[src/common/conv_config.svh]
// conv engine configuration
// pixel and accumulator widths, window length and FIFO sizing

`ifndef CONV_CONFIG_SVH
`define CONV_CONFIG_SVH

// pixel and weight width
`define CONV_PIX_W 16

// window length in pixels
`define CONV_TAPS 3

// fraction bits dropped after accumulation
`define CONV_QF 8

// entries per stream FIFO
`define CONV_FIFO_DEPTH 4

// full product plus two guard bits
`define CONV_ACC_W 34

`endif

[src/common/conv_pkg.sv]
// conv engine types
// pixel, weight, window, result and configuration structs

`include "conv_config.svh"

package conv_pkg;

   // one signed sample
   typedef logic signed [`CONV_PIX_W-1:0] pixel_t;

   // one signed coefficient
   typedef logic signed [`CONV_PIX_W-1:0] weight_t;

   // sliding window, pix[0] is the oldest pixel
   typedef struct packed {
      pixel_t [`CONV_TAPS-1:0] pix;
      logic                    last;  // final window of the line
   } window_t;

   // one output sample
   typedef struct packed {
      pixel_t pix;
      logic   last;
   } result_t;

   // static run configuration
   typedef struct packed {
      weight_t [`CONV_TAPS-1:0] weight;  // weight[i] scales pix[i]
      pixel_t                   bias;
      logic                     relu_en;
   } conv_cfg_t;

endpackage

[src/logic/stream_fifo.sv]
// small valid/ready FIFO
// circular buffer with read/write pointers and an entry count,
// payload type set per instance

`timescale 1ns/10ps

`include "conv_config.svh"

module stream_fifo #(
   parameter type payload_t = logic,
   parameter int  DEPTH     = `CONV_FIFO_DEPTH
) (
   input  logic     clk,
   input  logic     rst_n,
   input  logic     push_valid_i,
   output logic     push_ready_o,
   input  payload_t push_data_i,
   output logic     pop_valid_o,
   input  logic     pop_ready_i,
   output payload_t pop_data_o
);

   localparam int PTR_W = (DEPTH > 1) ? $clog2(DEPTH) : 1;
   localparam int CNT_W = $clog2(DEPTH + 1);
   localparam logic [PTR_W-1:0] PTR_LAST = PTR_W'(DEPTH - 1);
   localparam logic [CNT_W-1:0] CNT_FULL = CNT_W'(DEPTH);

   payload_t          mem_q [DEPTH];
   logic [PTR_W-1:0]  wr_ptr_q;
   logic [PTR_W-1:0]  rd_ptr_q;
   logic [CNT_W-1:0]  count_q;
   logic              push;
   logic              pop;

   // a full FIFO still takes data when it is being drained
   assign push_ready_o = (count_q != CNT_FULL) || pop_ready_i;
   assign pop_valid_o  = (count_q != '0);
   assign pop_data_o   = mem_q[rd_ptr_q];

   assign push = push_valid_i && push_ready_o;
   assign pop  = pop_valid_o && pop_ready_i;

   always_ff @(posedge clk or negedge rst_n) begin
      if (!rst_n) begin
         wr_ptr_q <= '0;
         rd_ptr_q <= '0;
         count_q  <= '0;
      end else begin
         if (push) begin
            wr_ptr_q <= (wr_ptr_q == PTR_LAST) ? '0 : wr_ptr_q + 1'b1;
         end
         if (pop) begin
            rd_ptr_q <= (rd_ptr_q == PTR_LAST) ? '0 : rd_ptr_q + 1'b1;
         end
         case ({push, pop})
            2'b10:   count_q <= count_q + 1'b1;
            2'b01:   count_q <= count_q - 1'b1;
            default: count_q <= count_q;  // idle or pass-through
         endcase
      end
   end

   always_ff @(posedge clk) begin
      if (push) begin
         mem_q[wr_ptr_q] <= push_data_i;
      end
   end

endmodule

[src/conv_engine/conv_window.sv]
// sliding window generator
// builds CONV_TAPS-pixel windows along each line, restarting at every line end

`timescale 1ns/10ps

`include "conv_config.svh"

module conv_window import conv_pkg::*; (
   input  logic    clk,
   input  logic    rst_n,
   input  logic    in_valid_i,
   output logic    in_ready_o,
   input  pixel_t  in_pix_i,
   input  logic    in_last_i,
   output logic    win_valid_o,
   input  logic    win_ready_i,
   output window_t win_o
);

   localparam int FILL_W = $clog2(`CONV_TAPS);
   localparam logic [FILL_W-1:0] FILL_FULL = FILL_W'(`CONV_TAPS - 1);

   pixel_t [`CONV_TAPS-2:0] hist_q;  // hist_q[0] oldest
   logic   [FILL_W-1:0]     fill_q;  // pixels held for the current line
   logic                    win_valid_q;
   window_t                 win_q;
   logic                    pix_take;
   logic                    win_emit;

   // output register free or draining this cycle
   assign in_ready_o = !win_valid_q || win_ready_i;
   assign pix_take   = in_valid_i && in_ready_o;
   assign win_emit   = pix_take && (fill_q == FILL_FULL);

   always_ff @(posedge clk or negedge rst_n) begin
      if (!rst_n) begin
         fill_q      <= '0;
         win_valid_q <= 1'b0;
      end else begin
         if (pix_take) begin
            if (in_last_i) begin
               fill_q <= '0;  // next pixel opens a new line
            end else if (fill_q != FILL_FULL) begin
               fill_q <= fill_q + 1'b1;
            end
         end
         if (win_emit) begin
            win_valid_q <= 1'b1;
         end else if (win_ready_i) begin
            win_valid_q <= 1'b0;
         end
      end
   end

   always_ff @(posedge clk) begin
      if (pix_take) begin
         hist_q <= {in_pix_i, hist_q[`CONV_TAPS-2:1]};  // shift in newest
      end
      if (win_emit) begin
         win_q.pix  <= {in_pix_i, hist_q};  // newest pixel on top
         win_q.last <= in_last_i;
      end
   end

   assign win_valid_o = win_valid_q;
   assign win_o       = win_q;

endmodule

[src/conv_engine/conv_mac.sv]
// sum-of-products stage
// stage one multiplies the window by the weights, stage two accumulates,
// normalizes, adds bias, saturates and optionally rectifies

`timescale 1ns/10ps

`include "conv_config.svh"

module conv_mac import conv_pkg::*; (
   input  logic      clk,
   input  logic      rst_n,
   input  conv_cfg_t cfg_i,
   input  logic      win_valid_i,
   output logic      win_ready_o,
   input  window_t   win_i,
   output logic      res_valid_o,
   input  logic      res_ready_i,
   output result_t   res_o
);

   localparam int PROD_W = 2 * `CONV_PIX_W;
   localparam int ACC_W  = `CONV_ACC_W;
   localparam logic signed [ACC_W-1:0] SAT_MAX = (2 ** (`CONV_PIX_W - 1)) - 1;
   localparam logic signed [ACC_W-1:0] SAT_MIN = -(2 ** (`CONV_PIX_W - 1));

   logic                     advance;
   logic                     s1_valid_q;
   logic signed [PROD_W-1:0] prod_q [`CONV_TAPS];
   logic                     s1_last_q;
   logic                     s2_valid_q;
   result_t                  res_q;

   logic signed [ACC_W-1:0]  acc;
   logic signed [ACC_W-1:0]  acc_norm;
   logic signed [ACC_W-1:0]  acc_bias;
   pixel_t                   sat_pix;
   pixel_t                   out_pix;

   // whole pipe moves unless the output is held
   assign advance     = !s2_valid_q || res_ready_i;
   assign win_ready_o = advance;

   always_ff @(posedge clk or negedge rst_n) begin
      if (!rst_n) begin
         s1_valid_q <= 1'b0;
         s2_valid_q <= 1'b0;
      end else if (advance) begin
         s1_valid_q <= win_valid_i;
         s2_valid_q <= s1_valid_q;
      end
   end

   // stage two arithmetic on registered products
   always_comb begin
      acc = '0;
      for (int i = 0; i < `CONV_TAPS; i++) begin
         acc = acc + prod_q[i];  // sign-extended into the guard bits
      end
      acc_norm = acc >>> `CONV_QF;
      acc_bias = acc_norm + cfg_i.bias;
      if (acc_bias > SAT_MAX) begin
         sat_pix = SAT_MAX[`CONV_PIX_W-1:0];
      end else if (acc_bias < SAT_MIN) begin
         sat_pix = SAT_MIN[`CONV_PIX_W-1:0];
      end else begin
         sat_pix = acc_bias[`CONV_PIX_W-1:0];
      end
      // rectifier clamps negatives
      out_pix = (cfg_i.relu_en && sat_pix < 0) ? '0 : sat_pix;
   end

   always_ff @(posedge clk) begin
      if (advance) begin
         for (int i = 0; i < `CONV_TAPS; i++) begin
            prod_q[i] <= $signed(win_i.pix[i]) * $signed(cfg_i.weight[i]);
         end
         s1_last_q  <= win_i.last;
         res_q.pix  <= out_pix;
         res_q.last <= s1_last_q;
      end
   end

   assign res_valid_o = s2_valid_q;
   assign res_o       = res_q;

endmodule

[src/conv_engine/conv_engine.sv]
// conv engine top level
// window generator -> window FIFO -> sum-of-products -> result FIFO

`timescale 1ns/10ps

`include "conv_config.svh"

module conv_engine import conv_pkg::*; (
   input  logic      clk,
   input  logic      rst_n,
   input  conv_cfg_t cfg_i,
   input  logic      in_valid_i,
   output logic      in_ready_o,
   input  pixel_t    in_pix_i,
   input  logic      in_last_i,
   output logic      out_valid_o,
   input  logic      out_ready_i,
   output result_t   out_res_o
);

   // window generator to window FIFO
   logic    gen_valid;
   logic    gen_ready;
   window_t gen_win;

   // window FIFO to MAC
   logic    mac_in_valid;
   logic    mac_in_ready;
   window_t mac_in_win;

   // MAC to result FIFO
   logic    mac_out_valid;
   logic    mac_out_ready;
   result_t mac_out_res;

   conv_window i_window (
      .clk         (clk),
      .rst_n       (rst_n),
      .in_valid_i  (in_valid_i),
      .in_ready_o  (in_ready_o),
      .in_pix_i    (in_pix_i),
      .in_last_i   (in_last_i),
      .win_valid_o (gen_valid),
      .win_ready_i (gen_ready),
      .win_o       (gen_win)
   );

   stream_fifo #(
      .payload_t (window_t),
      .DEPTH     (`CONV_FIFO_DEPTH)
   ) i_win_fifo (
      .clk          (clk),
      .rst_n        (rst_n),
      .push_valid_i (gen_valid),
      .push_ready_o (gen_ready),
      .push_data_i  (gen_win),
      .pop_valid_o  (mac_in_valid),
      .pop_ready_i  (mac_in_ready),
      .pop_data_o   (mac_in_win)
   );

   conv_mac i_mac (
      .clk         (clk),
      .rst_n       (rst_n),
      .cfg_i       (cfg_i),
      .win_valid_i (mac_in_valid),
      .win_ready_o (mac_in_ready),
      .win_i       (mac_in_win),
      .res_valid_o (mac_out_valid),
      .res_ready_i (mac_out_ready),
      .res_o       (mac_out_res)
   );

   stream_fifo #(
      .payload_t (result_t),
      .DEPTH     (`CONV_FIFO_DEPTH)
   ) i_res_fifo (
      .clk          (clk),
      .rst_n        (rst_n),
      .push_valid_i (mac_out_valid),
      .push_ready_o (mac_out_ready),
      .push_data_i  (mac_out_res),
      .pop_valid_o  (out_valid_o),
      .pop_ready_i  (out_ready_i),
      .pop_data_o   (out_res_o)
   );

endmodule

[config.mk]
export PLATFORM = sky130hd
export DESIGN_NAME = conv_engine
export DESIGN_NICKNAME = d
export VERILOG_FILES = /design/src/common/conv_pkg.sv /design/src/logic/stream_fifo.sv /design/src/conv_engine/conv_window.sv /design/src/conv_engine/conv_mac.sv /design/src/conv_engine/conv_engine.sv
export VERILOG_INCLUDE_DIRS = /design/src /design/src/common
export SDC_FILE = /design/constraint.sdc
export NUM_CORES = 2
export LEC_CHECK = 0
export BUFFER_PORTS_ARGS = -buffer_cell sky130_fd_sc_hd__buf_4
export CAP_MARGIN = 40
export CORE_UTILIZATION = 45
export DETAILED_ROUTE_END_ITERATION = 16
export PLACE_DENSITY_LB_ADDON = 0.12
export SYNTH_ARGS = -nofsm -noshare
export SYNTH_HDL_FRONTEND = slang
export SYNTH_SLANG_ARGS = --single-unit
[constraint.sdc]
create_clock -name clk -period 9.5 [get_ports clk]
set_input_delay 1.9 -clock clk [delete_from_list [all_inputs] [get_ports clk]]
set_output_delay 1.9 -clock clk [all_outputs]
set_load 0.02 [all_outputs]
; After elaboration in Yosys (flattened, before gate mapping)
; Memories as Yosys holds them, arrays and structs flattened.
; Index checks and enable logic that the tools add are counted.
; Widths: inputs -> output; s select.
[word_totals]
regBits = 118
ram_bits = 360
out_inout_bits = 19
wordCells = 90
memories = 3
[memory_table]
columns = name, words, width, rd, rd_clocked_by_memory_dff, wr, line_no
row1 = i_win_fifo.mem_q, 4, 49, 1, 0, 1, stream_fifo.sv:28  ; payload_t mem_q [DEPTH];
row2 = i_mac.prod_q, 3, 32, 3, 0, 3, conv_mac.sv:28  ; logic signed [PROD_W-1:0] prod_q [`CONV_TAPS];
row3 = i_res_fifo.mem_q, 4, 17, 1, 0, 1, stream_fifo.sv:28
[classes]
add_sub_neg = 12
n_mul = 3
magnitude_cmp = 3
n_eq_ne = 12
n_mux = 18
n_reduce_logical = 20
[ops]
columns = operator, count
row1 = $mul 16x16->32, 3
row2 = $add 33x32->34, 1
row3 = $gt 34x16->1 const B, 1
row4 = $lt 34x16->1 const B, 1
row5 = $add 32x32->33, 1
row6 = $mux 16, 2
row7 = $add 26x16->27, 1
row8 = $lt 16x1->1 const B, 1
row9 = $eq 2x2->1 const B, 7
row10 = $mux 2, 6
row11 = $pmux 3 s2, 2
row12 = $add 2x1->2 const B, 5
row13 = $mux 1, 8
row14 = $reduce_bool 2->1, 4
row15 = $logic_and 1x1->1, 7
row16 = $add 3x1->3 const B, 2
row17 = $ne 3x3->1 const B, 2
row18 = $reduce_bool 3->1, 2
row19 = $sub 3x1->3 const B, 2
row20 = $eq 2x1->1 const B, 2
row21 = $logic_or 1x1->1, 4
row22 = $logic_not 1->1, 2
row23 = $ne 2x2->1 const B, 1
row24 = $reduce_and 2->1, 1

; Depth between registers and ports, before layout
[depth]
ltp_word = 8
mapped_depth = 27
ltp_nobuf = 24

; Hierarchy
; A second synthesis with hierarchy kept.
[hier_totals]
cells_unflattened = 4315
area_unflattened_um2 = 49134.6
[by_module_without_submodules]
columns = module, instances, cells_each, area_each_um2
row1 = conv_mac, 1, 3782, 36112.1
row2 = stream_fifo at i_win_fifo, 1, 300, 7495.9
row3 = stream_fifo at i_res_fifo, 1, 133, 2901.5
row4 = conv_window, 1, 100, 2625.0

; Least setup slack after synthesis
; Ideal clock, no wire load.
[synth_timing]
path_type = in2reg
startpoint = input cfg_i[34] in the netlist's numbering
endpoint = memory i_mac.prod_q[0][62] in the netlist's numbering, data pin
setup_time_ns = 0.158
arrival_ns = 7.550
t_required_ns = 9.342
path_slack_ns = 1.792
cell_stages = 23
path_buffers = 1
path_cell_list = clkbuf_1 -> nand2_1 -> fa_1 -> inv_1 -> fa_1 -> inv_1 -> fa_1 -> fa_1 -> inv_1 -> fa_1 -> inv_1 -> fa_1 -> inv_1 -> ha_1 -> a21o_1 -> a21o_1 -> a21oi_1 -> o21ai_0 -> o41ai_2 -> nor2_1 -> or4_1 -> a211o_1 -> o211ai_1
[synth_lines]
columns = item, line_no
row1 = from (decl), conv_engine.sv:11  ; input conv_cfg_t cfg_i,
row2 = to (decl), conv_mac.sv:28

==> flow_metrics.py <==
metrics = {
    "outcome": {
        "outcome": "finished, final reports clean",
    },
    "floorplan": {
        "core_um2": 108000,
        "die_h_um": 332,
        "die_area_um2": 110000,
        "pin_count": 105,
        "num_rows": 120,
        "die_w_um": 332,
        "initial_utilization_pct": 45.6,
    },
    "clock_tree": {
        "clk_latency_ns": 0.61,
        "clk_pin_slew_ns": 0.06,
        "cts_hold_buf": 0,
        "clock_sinks": 478,
        "cts_buffers": 47,
        "cts.repair.resized": 0,
        "cts_buffer_depth": 3,
        "root_buffer": "clkbuf_16",
        "cts_max_level": 2,
        "cts_tree": "done",
        "post-cts-setup-buffer-count": 0,
    },
    "route": {
        "ant_nets": 0,
        "wire_per_inst_um": 19.3,
        "wirelength_um": 112000,
        "firstDrtPassIters": 5,
        "viasPerCell": 5.12,
        "drt_iter0_markers": 1736,
        "post-route-drc-count": 0,
        "vias": 29683,
    },
    "grt": {
        "met3_usage_pct": 2.02,
        "grtUsageMet2_pct": 35.4,
        "grt_pass1_vias": 31924,
        "gr-usage-all-layers_pct": 21.1,
        "grt_overflow": 0,
        "grtUsageMet1_pct": 29.9,
        "grt_max_degree": 51,
        "grt.busiest_layer": "met2",
        "grt_pass1_wl_um": 181000,
        "grt_antenna_before_repair": 3,
    },
    "place": {
        "place_congestion": 0.855,
        "io_buffers": 104,
        "place_inst": 5709,
        "place_hpwl_um": 89100,
    },
    "critical_path": {
        "setup.worst_path.class": "flip-flop to flip-flop",
        "worstPathMaxFanout": 34,
        "r2r_end": "i_mac.prod_q[0][30]",
        "ff2ff_setup_slack_ns": 1.70,
        "cp-end-kind": "flip-flop",
        "worstSetupEndpoint": "i_mac.prod_q[0][30]",
        "r2r-start": "i_win_fifo.rd_ptr_q[0]",
        "reg2regPathDepth": 23,
        "crit_path_start_kind": "flip-flop",
        "cp_data_arrival_time_ns": 8.11,
        "crit_start": "i_win_fifo.rd_ptr_q[0]",
        "required_ns": 9.82,
    },
    "flow_run": {
        "maxCapViolations": 0,
    },
    "final_layout": {
        "layout.cells.non_filler": 5796,
        "nNetsFinal": 5579,
        "drive_gt1_share_pct": 6.63,
        "register_area_um2": 14300,
        "area_growth_pct": 7.91,
        "multiInputGateArea_um2": 30900,
        "fill_cells": 9710,
        "utilization_pct": 49.2,
    },
    "synth": {
        "synthCells": 4298,
        "synth_edf_count": 459,
        "ys_types": 84,
        "syn_area_per_cell_um2": 11.4,
        "yosysSeqAreaShare_pct": 29.1,
        "yosys_warnings": 0,
        "synth_ff_type": "edfxtp_1",
        "ys_async_sr_fraction_pct": 3.97,
        "synth_area_leaders": "fa_1 33%, edfxtp_1 28%, ha_1 8.1%",
        "syn_nets": 5522,
        "netlist_area_um2": 49100,
        "netlist.area_leader.share_pct": 33.5,
        "ys_ff_latch": 478,
        "yosys.area.top_type": "fa_1",
    },
    "timing": {
        "final.setup.tns_ns": 0,
        "worst_slew_pin_slew_ns": 0.841,
        "finalCritPeriodShare_pct": 82.1,
        "hold_viol": 0,
        "fin_crit_ns": 7.80,
        "rsz0062_at_grt": "false",
        "setup_viol": 0,
        "fmax_ghz": 0.128,
        "slew_headroom_pct": 44.0,
        "timing.final.max_slew_violations": 0,
        "fin_skew_ns": 0.0310,
    },
    "worst_hold_path": {
        "hp-class": "flip-flop to flip-flop",
    },
}
[synthesized netlist by cell type (6+ instances only)]
cell type	number
inv_1	913
edfxtp_1	459
nand4_1	9
mux4_2	66
a21o_1	52
a31oi_1	12
nor3_1	27
o21ai_0	75
xor2_1	36
or3_1	10
a211o_1	6
buf_1	7
nand2b_1	65
dfrtp_1	19
nand3_1	20
nor2b_1	15
nor2_1	83
clkbuf_1	106
a211oi_1	14
fa_1	820
xnor2_1	114
nand2_1	480
and3_1	15
o21a_1	16
o21bai_1	13
a2111oi_0	7
a21oi_1	104
ha_1	318
and2_1	303
[logic make-up after synthesis]
group	synth area share, %
compound gates	4.99
mux	3.14
buf+inv	7.93
simple gates	10.6
flops	29.1
xor+xnor	2.68
fa+ha+maj	41.6
[how the worst min path moves through the flow]
stage               cells after the start  slack (ns)                 from            endpoint
detailed placement                      0        0.41  i_window.hist_q[10]  i_window.win_o[11]
floorplan                               0        0.40      i_mac.s1_last_q      i_mac.res_o[0]
finish                                  0        0.42  i_window.hist_q[12]  i_window.win_o[13]
global route                            0        0.43   i_window.hist_q[5]   i_window.win_o[6]
global placement                        0        0.40   i_window.hist_q[7]   i_window.win_o[8]
CTS                                     0        0.42   i_window.hist_q[7]   i_window.win_o[8]
[critical path, stage by stage, from the launching register on]
cell	delay [ns]
dfrtp_4	0.53
buf_16	0.27
buf_4	0.25
mux4_2	0.70
nand2_1	0.19
inv_1	0.10
fa_1	0.68
inv_1	0.14
fa_1	0.52
fa_1	0.44
fa_1	0.51
fa_1	0.49
inv_1	0.05
fa_1	0.43
ha_1	0.36
a21o_1	0.20
a21o_1	0.16
a21oi_1	0.20
o21ai_0	0.14
or3_1	0.31
a21oi_1	0.26
o311ai_0	0.16
a21oi_1	0.21
xnor2_1	0.13
[per-layer routing]
metal / part of all wire [%] / up-vias / wire, µm
li1: - / 13709 / -
met1: 46 / 15291 / 51400
met2: 48 / 580 / 54100
met3: 3.6 / 103 / 4090
met4: 2.1 / 0 / 2370
met5: 0 / - / 0
[cells in the final DEF (no fill, tap or decap), types with 11 or more instances in the layout]
master / instances
a211oi_1: 14
a21o_1: 52
a21oi_1: 104
a31oi_1: 12
and2_1: 303
and3_1: 11
buf_4: 115
clkbuf_1: 12
clkbuf_16: 47
clkinv_1: 11
dfrtp_1: 17
edfxtp_1: 459
fa_1: 820
ha_1: 318
inv_1: 912
mux4_2: 66
nand2_1: 480
nand2b_1: 65
nand3_1: 20
nor2_1: 82
nor2b_1: 15
nor3_1: 27
o21a_1: 16
o21ai_0: 75
o21bai_1: 13
xnor2_1: 114
xor2_1: 36
[registers in the layout, summed over array words and instances (netlist names), 2 cells and up]
register / count
i_res_fifo.rd_ptr_q: 2
i_mac.prod_q: 96
i_window.hist_q: 32
i_win_fifo.rd_ptr_q: 2
i_window.fill_q: 2
i_win_fifo.wr_ptr_q: 2
i_win_fifo.count_q: 3
i_mac.res_o: 17
i_window.win_o: 49
i_win_fifo.mem_q: 196
i_res_fifo.wr_ptr_q: 2
i_res_fifo.mem_q: 68
i_res_fifo.count_q: 3
[layout make-up]
cell class	count	share of cell area, %
Multi-Input combinational cell	2789	58.4
Tap cell	1403	3.32
Antenna cell	2	0.00945
Sequential cell	478	26.9
Clock inverter	26	0.522
Inverter	913	6.48
Timing Repair Buffer	126	1.99
Clock buffer	59	2.31
[metrics by stage]
step | hold WS (ns) | cell area (µm²) | setup WS [ns]
finish | 0.420 | 53000 | 1.70
detailed placement | 0.405 | 51500 | 1.27
global placement | 0.401 | 51300 | 1.34
global route | 0.430 | 52900 | 1.20
CTS | 0.420 | 52900 | 1.64
floorplan | 0.400 | 49100 | 1.79
Power is left out: the tool's default activity adds up to more than one toggle a clock period on the data nets, which glitch-free logic cannot reach.
